[src/logic/dz_settings.svh]
// DZ11 build settings
`ifndef DZ_SETTINGS_SVH
`define DZ_SETTINGS_SVH

// Clock, clear one-shot and serial timing
`define DZ_CLK_FREQ   25000000
`define DZ_CLR_US     15
`define DZ_BIT_CYCLES 16
`define DZ_LINES      8

// CSR fields
`define DZ_CSR_TRDY   15
`define DZ_CSR_TIE    14
`define DZ_CSR_SA     13
`define DZ_CSR_SAE    12
`define DZ_CSR_TLINE  10:8
`define DZ_CSR_RDONE  7
`define DZ_CSR_RIE    6
`define DZ_CSR_MSE    5
`define DZ_CSR_CLR    4
`define DZ_CSR_MAINT  3

// TCR fields
`define DZ_TCR_LIN    7:0
`define DZ_TCR_DTR    15:8

`endif

[src/logic/dzPkg.sv]
// DZ11 shared types
`default_nettype none

`include "dz_settings.svh"

package dzPkg;

   ////////////////////////////////////////////////////////////////////////////
   // Register select
   ////////////////////////////////////////////////////////////////////////////

   // Word register offsets on the bus
   typedef enum logic [1:0]
   {
      regCsr  = 2'd0,
      regRbuf = 2'd1,
      regTcr  = 2'd2,
      regTdr  = 2'd3
   } dzAddr_t;

   ////////////////////////////////////////////////////////////////////////////
   // Line and word types
   ////////////////////////////////////////////////////////////////////////////

   // Line number, 0 to 7
   typedef logic [$clog2(`DZ_LINES)-1:0] dzLine_t;

   // One bit per line
   typedef logic [`DZ_LINES-1:0] dzLineMask_t;

   // Register word
   typedef logic [15:0] dzWord_t;

endpackage

`default_nettype wire

[src/logic/dzRegBus.sv]
// DZ11 register write bus
`default_nettype none
`timescale 1ns/1ns

interface dzRegBus;
   import dzPkg::*;

   // Decoded one-cycle write strobes
   logic    csrWrite;
   logic    tcrWrite;
   logic    tdrWrite;

   // Byte lanes, valid with a strobe
   logic    loByte;
   logic    hiByte;

   // Device reset level from the bus adapter
   logic    devReset;

   // Write data
   dzWord_t data;

   // Address decoder side
   modport decoder (output csrWrite, tcrWrite, tdrWrite, loByte, hiByte,
                    devReset, data);

   // Register blocks only listen
   modport register (input csrWrite, tcrWrite, tdrWrite, loByte, hiByte,
                     devReset, data);

endinterface

`default_nettype wire

[src/logic/dzBusDecode.sv]
// DZ11 register address decode
`default_nettype none
`timescale 1ns/1ns

module dzBusDecode (
   input  wire dzPkg::dzAddr_t  busAddr,
   input  wire logic            busWrite,
   input  wire logic            loByte,
   input  wire logic            hiByte,
   input  wire dzPkg::dzWord_t  dataIn,
   input  wire logic            devReset,
   input  wire dzPkg::dzWord_t  regCsr,
   input  wire dzPkg::dzWord_t  regTcr,
   output dzPkg::dzWord_t       dataOut,
   dzRegBus.decoder             regBus
);
   import dzPkg::*;

   ////////////////////////////////////////////////////////////////////////////
   // Write strobes
   ////////////////////////////////////////////////////////////////////////////

   // CSR and TCR offsets share names with the register ports here,
   // so those two go by their package names
   assign regBus.csrWrite = busWrite & (busAddr == dzPkg::regCsr);
   assign regBus.tcrWrite = busWrite & (busAddr == dzPkg::regTcr);
   assign regBus.tdrWrite = busWrite & (busAddr == regTdr);

   // RBUF offset is read only, writes fall on the floor

   // Lanes, data and device reset pass straight to the registers
   assign regBus.loByte   = loByte;
   assign regBus.hiByte   = hiByte;
   assign regBus.data     = dataIn;
   assign regBus.devReset = devReset;

   ////////////////////////////////////////////////////////////////////////////
   // Read mux
   ////////////////////////////////////////////////////////////////////////////

   always_comb
   begin
      dataOut = '0;
      case (busAddr)
         dzPkg::regCsr:
         begin
            dataOut = regCsr;
         end
         dzPkg::regTcr:
         begin
            dataOut = regTcr;
         end
         // No receiver, no modem status
         regRbuf,
         regTdr:
         begin
            dataOut = '0;
         end
      endcase
   end

endmodule

`default_nettype wire

[src/logic/dzTcr.sv]
// DZ11 transmit control register
`default_nettype none
`timescale 1ns/1ns

`include "dz_settings.svh"

module dzTcr (
   input  wire logic      clk,
   input  wire logic      rst,
   dzRegBus.register      regBus,
   output dzPkg::dzWord_t regTcr
);
   import dzPkg::*;

   // Line enables in the low byte, DTR in the high byte
   dzLineMask_t lineEnable;
   dzLineMask_t dtr;

   always_ff @(posedge clk or posedge rst)
   begin
      if (rst)
      begin
         lineEnable <= '0;
         dtr        <= '0;
      end
      else if (regBus.devReset)
      begin
         lineEnable <= '0;
         dtr        <= '0;
      end
      else if (regBus.tcrWrite)
      begin
         // Each lane on its own
         if (regBus.loByte)
         begin
            lineEnable <= regBus.data[`DZ_TCR_LIN];
         end
         if (regBus.hiByte)
         begin
            dtr <= regBus.data[`DZ_TCR_DTR];
         end
      end
   end

   assign regTcr = {dtr, lineEnable};

endmodule

`default_nettype wire

[src/logic/dzCsr.sv]
// DZ11 control and status register
`default_nettype none
`timescale 1ns/1ns

`include "dz_settings.svh"

module dzCsr (
   input  wire logic               clk,
   input  wire logic               rst,
   dzRegBus.register               regBus,
   input  wire dzPkg::dzWord_t     regTcr,
   input  wire dzPkg::dzLineMask_t txEmpty,
   output dzPkg::dzWord_t          regCsr
);
   import dzPkg::*;

   // Clear length in clocks, 375 at 25 MHz
   localparam int ClrCycles = (`DZ_CLK_FREQ / 1000000) * `DZ_CLR_US;
   localparam int ClrWidth  = $clog2(ClrCycles + 1);

   typedef enum logic [1:0]
   {
      stScan,
      stHold,
      stWait
   } scanState_t;

   dzLineMask_t          lineEnable;
   logic [ClrWidth-1:0]  clrCount;
   logic                 clrActive;
   logic                 clrStart;
   logic                 wipe;
   logic                 tdrLoad;

   // Read/write bits
   logic                 tie;
   logic                 sae;
   logic                 rie;
   logic                 mse;
   logic                 maint;

   // Scanner
   scanState_t           state;
   dzLine_t              scanPos;
   dzLine_t              tLine;

   assign lineEnable = regTcr[`DZ_TCR_LIN];
   assign tdrLoad    = regBus.tdrWrite & regBus.loByte;

   ////////////////////////////////////////////////////////////////////////////
   // Clear one-shot
   ////////////////////////////////////////////////////////////////////////////

   // Low byte write with CLR set
   assign clrStart  = regBus.csrWrite & regBus.loByte & regBus.data[`DZ_CSR_CLR];
   assign clrActive = (clrCount != '0);

   // Everything below is held clear by any of these
   assign wipe = regBus.devReset | clrStart | clrActive;

   always_ff @(posedge clk or posedge rst)
   begin
      if (rst)
      begin
         clrCount <= '0;
      end
      else if (regBus.devReset)
      begin
         clrCount <= '0;
      end
      else if (clrStart)
      begin
         clrCount <= ClrWidth'(ClrCycles);
      end
      else if (clrActive)
      begin
         clrCount <= clrCount - 1'b1;
      end
   end

   ////////////////////////////////////////////////////////////////////////////
   // Read/write bits, per lane
   ////////////////////////////////////////////////////////////////////////////

   always_ff @(posedge clk or posedge rst)
   begin
      if (rst)
      begin
         tie   <= 1'b0;
         sae   <= 1'b0;
         rie   <= 1'b0;
         mse   <= 1'b0;
         maint <= 1'b0;
      end
      else if (wipe)
      begin
         tie   <= 1'b0;
         sae   <= 1'b0;
         rie   <= 1'b0;
         mse   <= 1'b0;
         maint <= 1'b0;
      end
      else if (regBus.csrWrite)
      begin
         if (regBus.hiByte)
         begin
            tie <= regBus.data[`DZ_CSR_TIE];
            sae <= regBus.data[`DZ_CSR_SAE];
         end
         if (regBus.loByte)
         begin
            rie   <= regBus.data[`DZ_CSR_RIE];
            mse   <= regBus.data[`DZ_CSR_MSE];
            maint <= regBus.data[`DZ_CSR_MAINT];
         end
      end
   end

   ////////////////////////////////////////////////////////////////////////////
   // Transmit scanner
   ////////////////////////////////////////////////////////////////////////////

   always_ff @(posedge clk or posedge rst)
   begin
      if (rst)
      begin
         state   <= stScan;
         scanPos <= '0;
         tLine   <= '0;
      end
      else if (wipe)
      begin
         state   <= stScan;
         scanPos <= '0;
         tLine   <= '0;
      end
      else
      begin
         case (state)
            // One line per clock, stop on enabled and empty
            stScan:
            begin
               if (mse)
               begin
                  if (lineEnable[scanPos] & txEmpty[scanPos])
                  begin
                     tLine <= scanPos;
                     state <= stHold;
                  end
                  else
                  begin
                     scanPos <= scanPos + 1'b1;
                  end
               end
            end
            // Offer TLINE until loaded, or drop it if disabled
            stHold:
            begin
               if (!lineEnable[tLine])
               begin
                  state <= stScan;
               end
               else if (tdrLoad)
               begin
                  state <= stWait;
               end
            end
            // Let the write strobe go away first
            stWait:
            begin
               if (!tdrLoad)
               begin
                  state <= stScan;
               end
            end
            default:
            begin
               state <= stScan;
            end
         endcase
      end
   end

   ////////////////////////////////////////////////////////////////////////////
   // CSR word
   ////////////////////////////////////////////////////////////////////////////

   always_comb
   begin
      regCsr                 = '0;
      regCsr[`DZ_CSR_TRDY]   = (state != stScan);
      regCsr[`DZ_CSR_TIE]    = tie;
      // No silo, so no alarm
      regCsr[`DZ_CSR_SA]     = 1'b0;
      regCsr[`DZ_CSR_SAE]    = sae;
      regCsr[`DZ_CSR_TLINE]  = tLine;
      // No receiver
      regCsr[`DZ_CSR_RDONE]  = 1'b0;
      regCsr[`DZ_CSR_RIE]    = rie;
      regCsr[`DZ_CSR_MSE]    = mse;
      regCsr[`DZ_CSR_CLR]    = clrActive;
      regCsr[`DZ_CSR_MAINT]  = maint;
   end

endmodule

`default_nettype wire

[src/logic/dzTxLines.sv]
// DZ11 serial transmitters
`default_nettype none
`timescale 1ns/1ns

`include "dz_settings.svh"

module dzTxLines (
   input  wire logic               clk,
   input  wire logic               rst,
   dzRegBus.register               regBus,
   input  wire dzPkg::dzWord_t     regCsr,
   output wire dzPkg::dzLineMask_t txEmpty,
   output wire dzPkg::dzLineMask_t txd
);
   import dzPkg::*;

   // Start, eight data, stop
   localparam int FrameBits  = 10;
   localparam int BitCycles  = `DZ_BIT_CYCLES;
   localparam int CycleWidth = $clog2(BitCycles);
   localparam int BitWidth   = $clog2(FrameBits + 1);

   logic       tdrLoad;
   dzLine_t    selLine;
   logic [7:0] txChar;

   // Only taken while the scanner offers a line
   assign tdrLoad = regBus.tdrWrite & regBus.loByte & regCsr[`DZ_CSR_TRDY];
   assign selLine = regCsr[`DZ_CSR_TLINE];
   assign txChar  = regBus.data[7:0];

   for (genvar i = 0; i < `DZ_LINES; i++)
   begin : gLine
      logic [FrameBits-1:0]  shiftReg;
      logic [BitWidth-1:0]   bitsLeft;
      logic [CycleWidth-1:0] cycleCount;
      logic                  load;

      assign load = tdrLoad & (selLine == dzLine_t'(i));

      always_ff @(posedge clk or posedge rst)
      begin
         if (rst)
         begin
            shiftReg   <= '1;
            bitsLeft   <= '0;
            cycleCount <= '0;
         end
         else if (regBus.devReset)
         begin
            // Abort, line back to mark
            shiftReg   <= '1;
            bitsLeft   <= '0;
            cycleCount <= '0;
         end
         else if (load)
         begin
            // Start bit goes out on this edge
            shiftReg   <= {1'b1, txChar, 1'b0};
            bitsLeft   <= BitWidth'(FrameBits);
            cycleCount <= CycleWidth'(BitCycles - 1);
         end
         else if (bitsLeft != '0)
         begin
            if (cycleCount == '0)
            begin
               // Next bit, LSB first, mark fills in behind
               shiftReg   <= {1'b1, shiftReg[FrameBits-1:1]};
               bitsLeft   <= bitsLeft - 1'b1;
               cycleCount <= CycleWidth'(BitCycles - 1);
            end
            else
            begin
               cycleCount <= cycleCount - 1'b1;
            end
         end
      end

      assign txd[i]     = shiftReg[0];
      assign txEmpty[i] = (bitsLeft == '0);
   end

endmodule

`default_nettype wire

[src/logic/dz11.sv]
// DZ11 multiplexer top level
`default_nettype none
`timescale 1ns/1ns

module dz11 (
   input  wire logic               clk,
   input  wire logic               rst,
   input  wire logic               devReset,
   input  wire dzPkg::dzAddr_t     busAddr,
   input  wire logic               busWrite,
   input  wire logic               loByte,
   input  wire logic               hiByte,
   input  wire dzPkg::dzWord_t     dataIn,
   output wire dzPkg::dzWord_t     dataOut,
   output wire dzPkg::dzLineMask_t txd
);
   import dzPkg::*;

   dzWord_t     regCsr;
   dzWord_t     regTcr;
   wire dzLineMask_t txEmpty;

   // Decoded strobes to the registers
   dzRegBus regBus ();

   // Address decode and read mux
   dzBusDecode iDecode (
      .busAddr  (busAddr),
      .busWrite (busWrite),
      .loByte   (loByte),
      .hiByte   (hiByte),
      .dataIn   (dataIn),
      .devReset (devReset),
      .regCsr   (regCsr),
      .regTcr   (regTcr),
      .dataOut  (dataOut),
      .regBus   (regBus.decoder)
   );

   // Line enables and DTR
   dzTcr iTcr (
      .clk    (clk),
      .rst    (rst),
      .regBus (regBus.register),
      .regTcr (regTcr)
   );

   // CSR, clear one-shot and scanner
   dzCsr iCsr (
      .clk     (clk),
      .rst     (rst),
      .regBus  (regBus.register),
      .regTcr  (regTcr),
      .txEmpty (txEmpty),
      .regCsr  (regCsr)
   );

   // Serial outputs
   dzTxLines iTxLines (
      .clk     (clk),
      .rst     (rst),
      .regBus  (regBus.register),
      .regCsr  (regCsr),
      .txEmpty (txEmpty),
      .txd     (txd)
   );

endmodule

`default_nettype wire

[config.mk]
export PLATFORM = sky130hd
export DESIGN_NAME = dz11
export DESIGN_NICKNAME = d
export VERILOG_FILES = /design/src/logic/dzPkg.sv /design/src/logic/dzRegBus.sv /design/src/logic/dzBusDecode.sv /design/src/logic/dzTcr.sv /design/src/logic/dzCsr.sv /design/src/logic/dzTxLines.sv /design/src/logic/dz11.sv
export VERILOG_INCLUDE_DIRS = /design/src /design/src/logic
export SDC_FILE = /design/constraint.sdc
export NUM_CORES = 1
export LEC_CHECK = 0
export ABC_AREA = 1
export BUFFER_PORTS_ARGS = -buffer_cell sky130_fd_sc_hd__buf_4
export CORE_UTILIZATION = 30
export DETAILED_ROUTE_END_ITERATION = 8
export HOLD_SLACK_MARGIN = 0.05
export SETUP_SLACK_MARGIN = 0.5
export SKIP_LAST_GASP = 1
export SYNTH_ARGS = -nofsm -noshare
export SYNTH_HDL_FRONTEND = slang
export SYNTH_HIERARCHICAL = 1
export SYNTH_SLANG_ARGS = --single-unit
[constraint.sdc]
create_clock -name clk -period 4.9 [get_ports clk]
set_clock_uncertainty 0.1 [all_clocks]
set_input_delay 0.49 -clock clk [delete_from_list [all_inputs] [get_ports clk]]
set_output_delay 0.49 -clock clk [all_outputs]
set_load 0.02 [all_outputs]
==> results.toml, run 1 <==
[timing]
fmax_mhz = 364
fin_crit_sh = 0.561
tightest_slew_ps = 1110
relSlewSlack = 0.258
rsz0062_at_grt = "no"
setup-violations-final = 0
slew_viol_final = 0
setup_tns_ps = 0
whs_ps = 73.6
hold_violations = 0
post-route-min-period_ps = 2750

[setup_path]
rr_worst_depth = 8
reg2reg_slack_ps = 2260
end_kind = "register"
cpMostUsedCell = "nand2_1"
crit_slowest_cell = "nand3_1"
required_ps = 5110
r2r_end = "iTxLines/gLine[2].bitsLeft[3]$_DFFE_PP0P_"
critPathMaxFanout = 20
slowest_delay_ps = 540
worst_ep_arrival_time_ps = 2960
cp-start-kind = "input pin"
cp_cell_sequence = "buf_4 > nand2_1 > nor2_1 > nand2_1 > nor2_4 > nand2_1 > nand3_1 > inv_2 > nand2_1 > nand2_1"
path_class = "in -> reg"
r2r_start = "iCsr/state[1]$_DFFE_PP0P_"

[synth]
avgSynthCellArea_um2 = 7.14
yosysSeqAreaShare = 0.423
ys_warn_count = 6
ys_ff_latch = 174
ys.flop_type = "dfrtp_1"
synth.area.mux_share = 0
synthAdderAreaFrac = 0.0214
synthCells = 1471
synth_commonest_cells = "nand2_1 (580), nand3_1 (219), inv_1 (116)"
synth_top_area_share = 0.243
synth_compound_area_frac = 0.0442
synth_top_family_by_area = "simple AND/OR/NAND/NOR gates"
synth-simple-area-share = 0.392
yosys-top-cells-area = "dfrtp_1 (24%), nand2_1 (21%), dfstp_2 (18%)"
async_reset_ff_frac = 1.00
yosysTopAreaCell = "dfrtp_1"
synth_edf_count = 0
ys_types = 35
syn-cell-area_um2 = 10500
yosys.cell_count.top_type = "nand2_1"
synth-xor-area-share = 0.0100

[grt]
grt_first_pass_wirelength_mm = 43.6
grt_antenna_before_repair = 0
first_global_vias = 8686
track_usage = 0.148
grt_max_degree = 102
grt_remaining_overflow = 0

[die]
die_h_um = 189
start_util = 0.304
rows = 68
core-area_um2 = 34500
io_pins = 48
die-area_um2 = 35800
fp.dieW_um = 189

[layout]
final_cells = 1923
n_antenna_cell = 0
area_growth_pct = 9.23
fin_nets = 1497
utilization = 0.332
drive_gt1_frac = 0.151

[clock_network]
cts_tree = "done"
insertion_delay_ps = 430
cts_root_buf = "clkbuf_16"
h-tree-depth = 4
cts-resized-gates = 0
post_cts_buffers = 0
clock-sinks = 174
cts.path.max_buffers = 2
clkTransAtPathRegs_ps = 70
hold_buffers = 0
cts_buffers = 17

[place]
dp_cells = 1891
dp_hpwl_mm = 16.7
place.gp.congestion = 0.838
place.port_buffers = 47

[job]
max-cap-violations = 0

[detailed_routing]
routed_wl_mm = 25.5
routed_via_density = 4.69
ant_nets = 0
drt_iter0_drc = 781
drc = 0
drt-pass1-iter-count = 6
num_vias = 9012
wire_per_inst_um = 13.2

[pwr]
p_leak_nw = 5.84
total_power_mw = 6.59
p_per_area_nw_per_um2 = 575
ir_drop_v = 0.000238

[status]
status = "complete, no violations"

[hold_path]
hold_class = "in -> async"
## critical path, delay by kind of cell
family	cells	cell delay (ps)
AND/OR/NAND/NOR	8	2050
buffers and inverters	2	400
## layer usage
metal,part of all wire,GRT usage
met5,0,0
met4,0.0096,0.0313
met3,0.035,0.0247
met2,0.48,0.249
met1,0.48,0.199
## state kept, by name (all words and copies together) (netlist names)
| name | cells |
|---|---|
| iCsr/clrCount | 9 |
| iCsr/maint | 1 |
| iCsr/mse | 1 |
| iCsr/rie | 1 |
| iCsr/sae | 1 |
| iCsr/scanPos | 3 |
| iCsr/state | 2 |
| iCsr/tLine | 3 |
| iCsr/tie | 1 |
| iTcr/dtr | 8 |
| iTcr/lineEnable | 8 |
| iTxLines/gLine.bitsLeft | 32 |
| iTxLines/gLine.cycleCount | 32 |
| iTxLines/gLine.shiftReg | 72 |
## cells by family (layout without fill, tap and decap cells)
family	Yosys count	count (layout)
AO/OA/AOI/OAI	84	84
XOR/XNOR	12	12
adder cells (fa/ha/maj)	18	18
buffers and inverters	225	217
flip-flops	174	174
other	1	6
AND/OR/NAND/NOR	957	957
## stage by stage
stage	cell area, µm²	worst slack [ps]
floorplan	10500	790
global placement	10900	1770
detailed placement	10900	1690
CTS	11500	2150
global route	11500	1900
finish	11500	2150
## placed cells by master (no fill, tap or decap), types with 3 or more instances in the layout
cell type / Yosys / routed
buf_4: 50 / 54
o21a_1: 3 / 3
clkbuf_1: 12 / 3
inv_2: 15 / 15
ha_1: 18 / 18
conb_1: 1 / 6
bufinv_16: 0 / 3
o21ai_1: 5 / 5
nand2_1: 580 / 580
inv_1: 116 / 114
clkbuf_8: 0 / 4
nand2_2: 12 / 12
nor2_1: 87 / 87
or2_2: 8 / 8
a21oi_1: 18 / 18
o21ai_0: 46 / 46
dfrtp_1: 102 / 102
dfstp_2: 72 / 72
nand4_1: 28 / 28
a31oi_1: 3 / 3
xor2_1: 11 / 11
nand3_1: 219 / 219
nor2_2: 7 / 7
nor2_4: 8 / 8
clkbuf_16: 0 / 17
a21oi_2: 7 / 7
## worst max-delay path by stage
stage	cells past startpoint	slack, ps	start	endpoint
after floorplan	1	790	rst	iTxLines/gLine[0].bitsLeft[0]$_DFFE_PP0P_
after global placement	10	1770	busAddr[1]	iTxLines/gLine[2].bitsLeft[3]$_DFFE_PP0P_
after detailed placement	10	1690	busAddr[1]	iTxLines/gLine[2].bitsLeft[3]$_DFFE_PP0P_
after CTS	10	2150	busAddr[1]	iTxLines/gLine[2].bitsLeft[3]$_DFFE_PP0P_
after global routing	10	1900	busAddr[1]	iTxLines/gLine[2].bitsLeft[3]$_DFFE_PP0P_
final	10	2150	busAddr[1]	iTxLines/gLine[2].bitsLeft[3]$_DFFE_PP0P_
## power breakdown
group	total [mW]	leakage [nW]	internal (mW)	switching, mW
registers	2.46	2.11	2.15	0.317
clock network	1.43	0.301	0.861	0.574
logic	2.70	3.43	0.966	1.73
total	6.59	5.84	3.97	2.62
## cell type report
class | instances | area (µm²)
fill | 3694 | 23100
multi-input combinational | 1077 | 4940
sequential | 174 | 4440
tap | 455 | 569
inverter | 131 | 498
clock buffer | 24 | 492
timing repair buffer | 54 | 405
clock inverter | 8 | 129
Note: power is estimated with default switching activity, not from simulation.
==> inputs of run 2 (changes only) <==
--- a/config.mk
+++ b/config.mk
@@ -6,7 +6,7 @@
 export SDC_FILE = /design/constraint.sdc
 export NUM_CORES = 1
 export LEC_CHECK = 0
-export ABC_AREA = 1
+export ABC_AREA = 0
 export BUFFER_PORTS_ARGS = -buffer_cell sky130_fd_sc_hd__buf_4
 export CORE_UTILIZATION = 30
 export DETAILED_ROUTE_END_ITERATION = 8
==> constraint.sdc (replaced) <==
create_clock -name clk -period 2.23 [get_ports clk]
set_clock_uncertainty 0.1 [all_clocks]
set_input_delay 0.223 -clock clk [delete_from_list [all_inputs] [get_ports clk]]
set_output_delay 0.223 -clock clk [all_outputs]
set_load 0.02 [all_outputs]
==> run 2 against run 1 <==
The run now ends with negative setup slack left. Combinational power grew to 4.0 times the previous value. Wire length grew 11%. Synthesized cell count shrank 26%. First-iteration DRC count shrank 40%. Cell count shrank 12%. Sequential share of layout area shrank 7.4 points. Clock power grew 100%. Count of clock-buffer cells in the layout shrank 7. Global-route usage grew 0.99 points. Sequential power grew 88%. Register-to-register slack lost 2500 ps. Worst hold slack lost 8.5 ps. Largest cell class unchanged.
==> results.toml, run 2 <==
[detailed_routing]
num_vias = 8563
wire_per_inst_um = 16.7
routed_via_density = 5.06
drt_iter0_drc = 467
ant_nets = 0
routed_wl_mm = 28.3
drt-pass1-iter-count = 5
drc = 0

[synth]
ys.flop_type = "dfrtp_1"
avgSynthCellArea_um2 = 9.40
yosysTopAreaCell = "dfrtp_1"
synthCells = 1093
ys_warn_count = 6
async_reset_ff_frac = 1.00
yosysSeqAreaShare = 0.432
syn-cell-area_um2 = 10300
synth_commonest_cells = "dfrtp_1 (102), nor2_1 (89), a21oi_1 (79)"
ys_types = 63
yosys-top-cells-area = "dfrtp_1 (25%), dfstp_2 (18%), o21bai_1 (4.2%)"
ys_ff_latch = 174
synth_edf_count = 0
yosys.cell_count.top_type = "dfrtp_1"
synth_top_area_share = 0.248

[clock_network]
cts_tree = "done"
clkTransAtPathRegs_ps = 80
insertion_delay_ps = 440
h-tree-depth = 4
cts.path.max_buffers = 2
clock-sinks = 174
cts_root_buf = "clkbuf_16"
cts_buffers = 17

[timing]
relSlewSlack = 0.520
tightest_slew_ps = 720
slew_viol_final = 0
fmax_mhz = 399
timing.final.ws_setup_ps = -278
fin_crit_sh = 1.12
rsz0062_at_grt = "yes"
setup-violations-final = 22
hold_violations = 0
post-route-min-period_ps = 2510

[grt]
grt_first_pass_wirelength_mm = 45.0
grt_max_degree = 83
first_global_vias = 8613
grt_remaining_overflow = 0
grt_antenna_before_repair = 0
track_usage = 0.158

[setup_path]
required_ps = 1910
crit_slowest_cell = "or4b_4"
slowest_delay_ps = 480
critPathMaxFanout = 2
end_kind = "primary output"
cp-start-kind = "register"
path_class = "reg -> out"
cp_cell_sequence = "inv_2 > ha_4 > or4b_4 > nor4_4 > inv_2 > mux2i_1 > nor2_2 > buf_4"
crit_buf_inv = 3
cp_top_family = "simple AND/OR/NAND/NOR gates"
worst_ep_arrival_time_ps = 2180
cpMostUsedCell = "inv_2"

[layout]
drive_gt1_frac = 0.500
largest_reg_flops = 72
fin_nets = 1274
layout.cells.most_common = "buf_4"
fillCellCount = 3092
multi_input_area_um2 = 6100
layout_common_cells = "buf_4 (145), dfrtp_1 (100), nor2_1 (79), dfstp_2 (72), a21oi_1 (66)"
regMostFlops = "iTxLines/gLine.shiftReg"
n_antenna_cell = 0
area_growth_pct = 38.3
seqCellArea_um2 = 4450
utilization = 0.423
top_regs = "iTxLines/gLine.shiftReg (72), iTxLines/gLine.bitsLeft (32), iTxLines/gLine.cycleCount (32)"

[die]
io_pins = 48
rows = 67
die_h_um = 187
die-area_um2 = 35000
start_util = 0.306
fp.dieW_um = 187
core-area_um2 = 33600

[status]
failed_checks = "negative setup slack"
status = "finished, violations left"

[place]
place.port_buffers = 47
dp_hpwl_mm = 15.7
place.gp.congestion = 0.746

[pwr]
p_leak_nw = 6.00
ir_drop_v = 0.000738
total_power_mw = 18.3
p_per_area_nw_per_um2 = 1290

[job]
max-cap-violations = 0

[hold_path]
hold_class = "in -> reg"
[run 2: cell types whose count changed after synthesis, moves of 40 or more]
cell,change
a21oi_1,+61
nand3_1,-148
a211oi_1,+40
inv_1,-72
nor3_1,+49
nand2_1,-537
o21bai_1,+58
[run 2: final timing paths]
path / depth (start not counted) / slack (ps) / startpoint / to
min: 3 / 70 / dataIn[1] / iTcr/lineEnable[1]$_DFFE_PP0P_
min reg2reg: 2 / 440 / iCsr/maint$_DFFE_PP0P_ / iCsr/maint$_DFFE_PP0P_
max in group asynchronous: 3 / 1180 / rst / iTcr/lineEnable[3]$_DFFE_PP0P_
max reg2reg: 9 / -240 / iTxLines/gLine[7].bitsLeft[0]$_DFFE_PP0P_ / iCsr/tLine[0]$_DFFE_PP0P_
min in group asynchronous: 3 / 220 / rst / iTxLines/gLine[6].cycleCount[0]$_DFFE_PP0P_
max: 8 / -280 / iCsr/clrCount[1]$_DFFE_PP0P_ / dataOut[4]
[run 2: layout make-up]
| type | count | share of cell area |
|---|---|---|
| inverters | 46 | 0.0135 |
| repair buffers | 240 | 0.165 |
| flip-flops and latches | 174 | 0.313 |
| well taps | 448 | 0.0394 |
| clock buffers | 17 | 0.0299 |
| clock inverters | 15 | 0.0100 |
| multi-input cells | 753 | 0.429 |
[run 2: logic make-up (layout without fill, tap and decap cells)]
logic type               count (synthesis)  count (layout)  share of synthesized area
XOR/XNOR                                38              38                     0.0324
AND/OR/NAND/NOR                        381             387                      0.201
flip-flops                             174             174                      0.432
multiplexers                            32              32                     0.0368
AO/OA/AOI/OAI                          272             272                      0.177
adder cells (fa/ha/maj)                 18              18                     0.0219
other                                    1               6                   0.000365
buffers and inverters                  177             318                     0.0991
[run 2: routing by layer]
metal	vias up	share of wire	track usage
met4	0	0.014	0.0561
met2	196	0.48	0.255
met5	-	0	0
met3	27	0.038	0.0229
li1	4086	-	-
met1	4254	0.46	0.215
[run 2: through the flow]
step / TNS [ps] / instances / setup WS, ps / area [µm²] / hold WS (ps)
after floorplan: -950 / 1098 / -183 / 10500 / 36.7
after global placement: -647 / 1538 / -138 / 11100 / 121
after detailed placement: -975 / 1538 / -203 / 11100 / 120
after CTS: -1130 / 1659 / -267 / 13300 / 51.0
after global routing: -4410 / 1693 / -396 / 14200 / 52.1
final: -2090 / 1693 / -278 / 14200 / 65.0
[run 2: worst register-to-register path, delay by kind of cell, from the launching register on]
family / cells / cell delay (ps)
AO/OA/AOI/OAI: 2 / 210
adder cells (fa/ha/maj): 1 / 170
buffers and inverters: 2 / 140
flip-flops: 1 / 380
multiplexers: 2 / 900
AND/OR/NAND/NOR: 2 / 460
[run 2: repair_timing]
| action | 4_1_cts | 5_1_grt |
|---|---|---|
| endpoints found under the setup margin | 139 | 162 |
| resized for setup | 197 | 157 |
| gates cloned | 16 | 1 |
| pin swaps | 67 | 146 |
| hold buffers | 15 | 0 |
| endpoints found under the hold margin | 129 | 0 |
| buffers inserted | 58 | 33 |
[run 2: where the power goes]
group / total, mW / switching, mW / internal (mW)
logic: 10.8 / 4.89 / 5.88
clock network: 2.93 / 1.44 / 1.49
registers: 4.62 / 0.582 / 4.04
total: 18.3 / 6.91 / 11.4
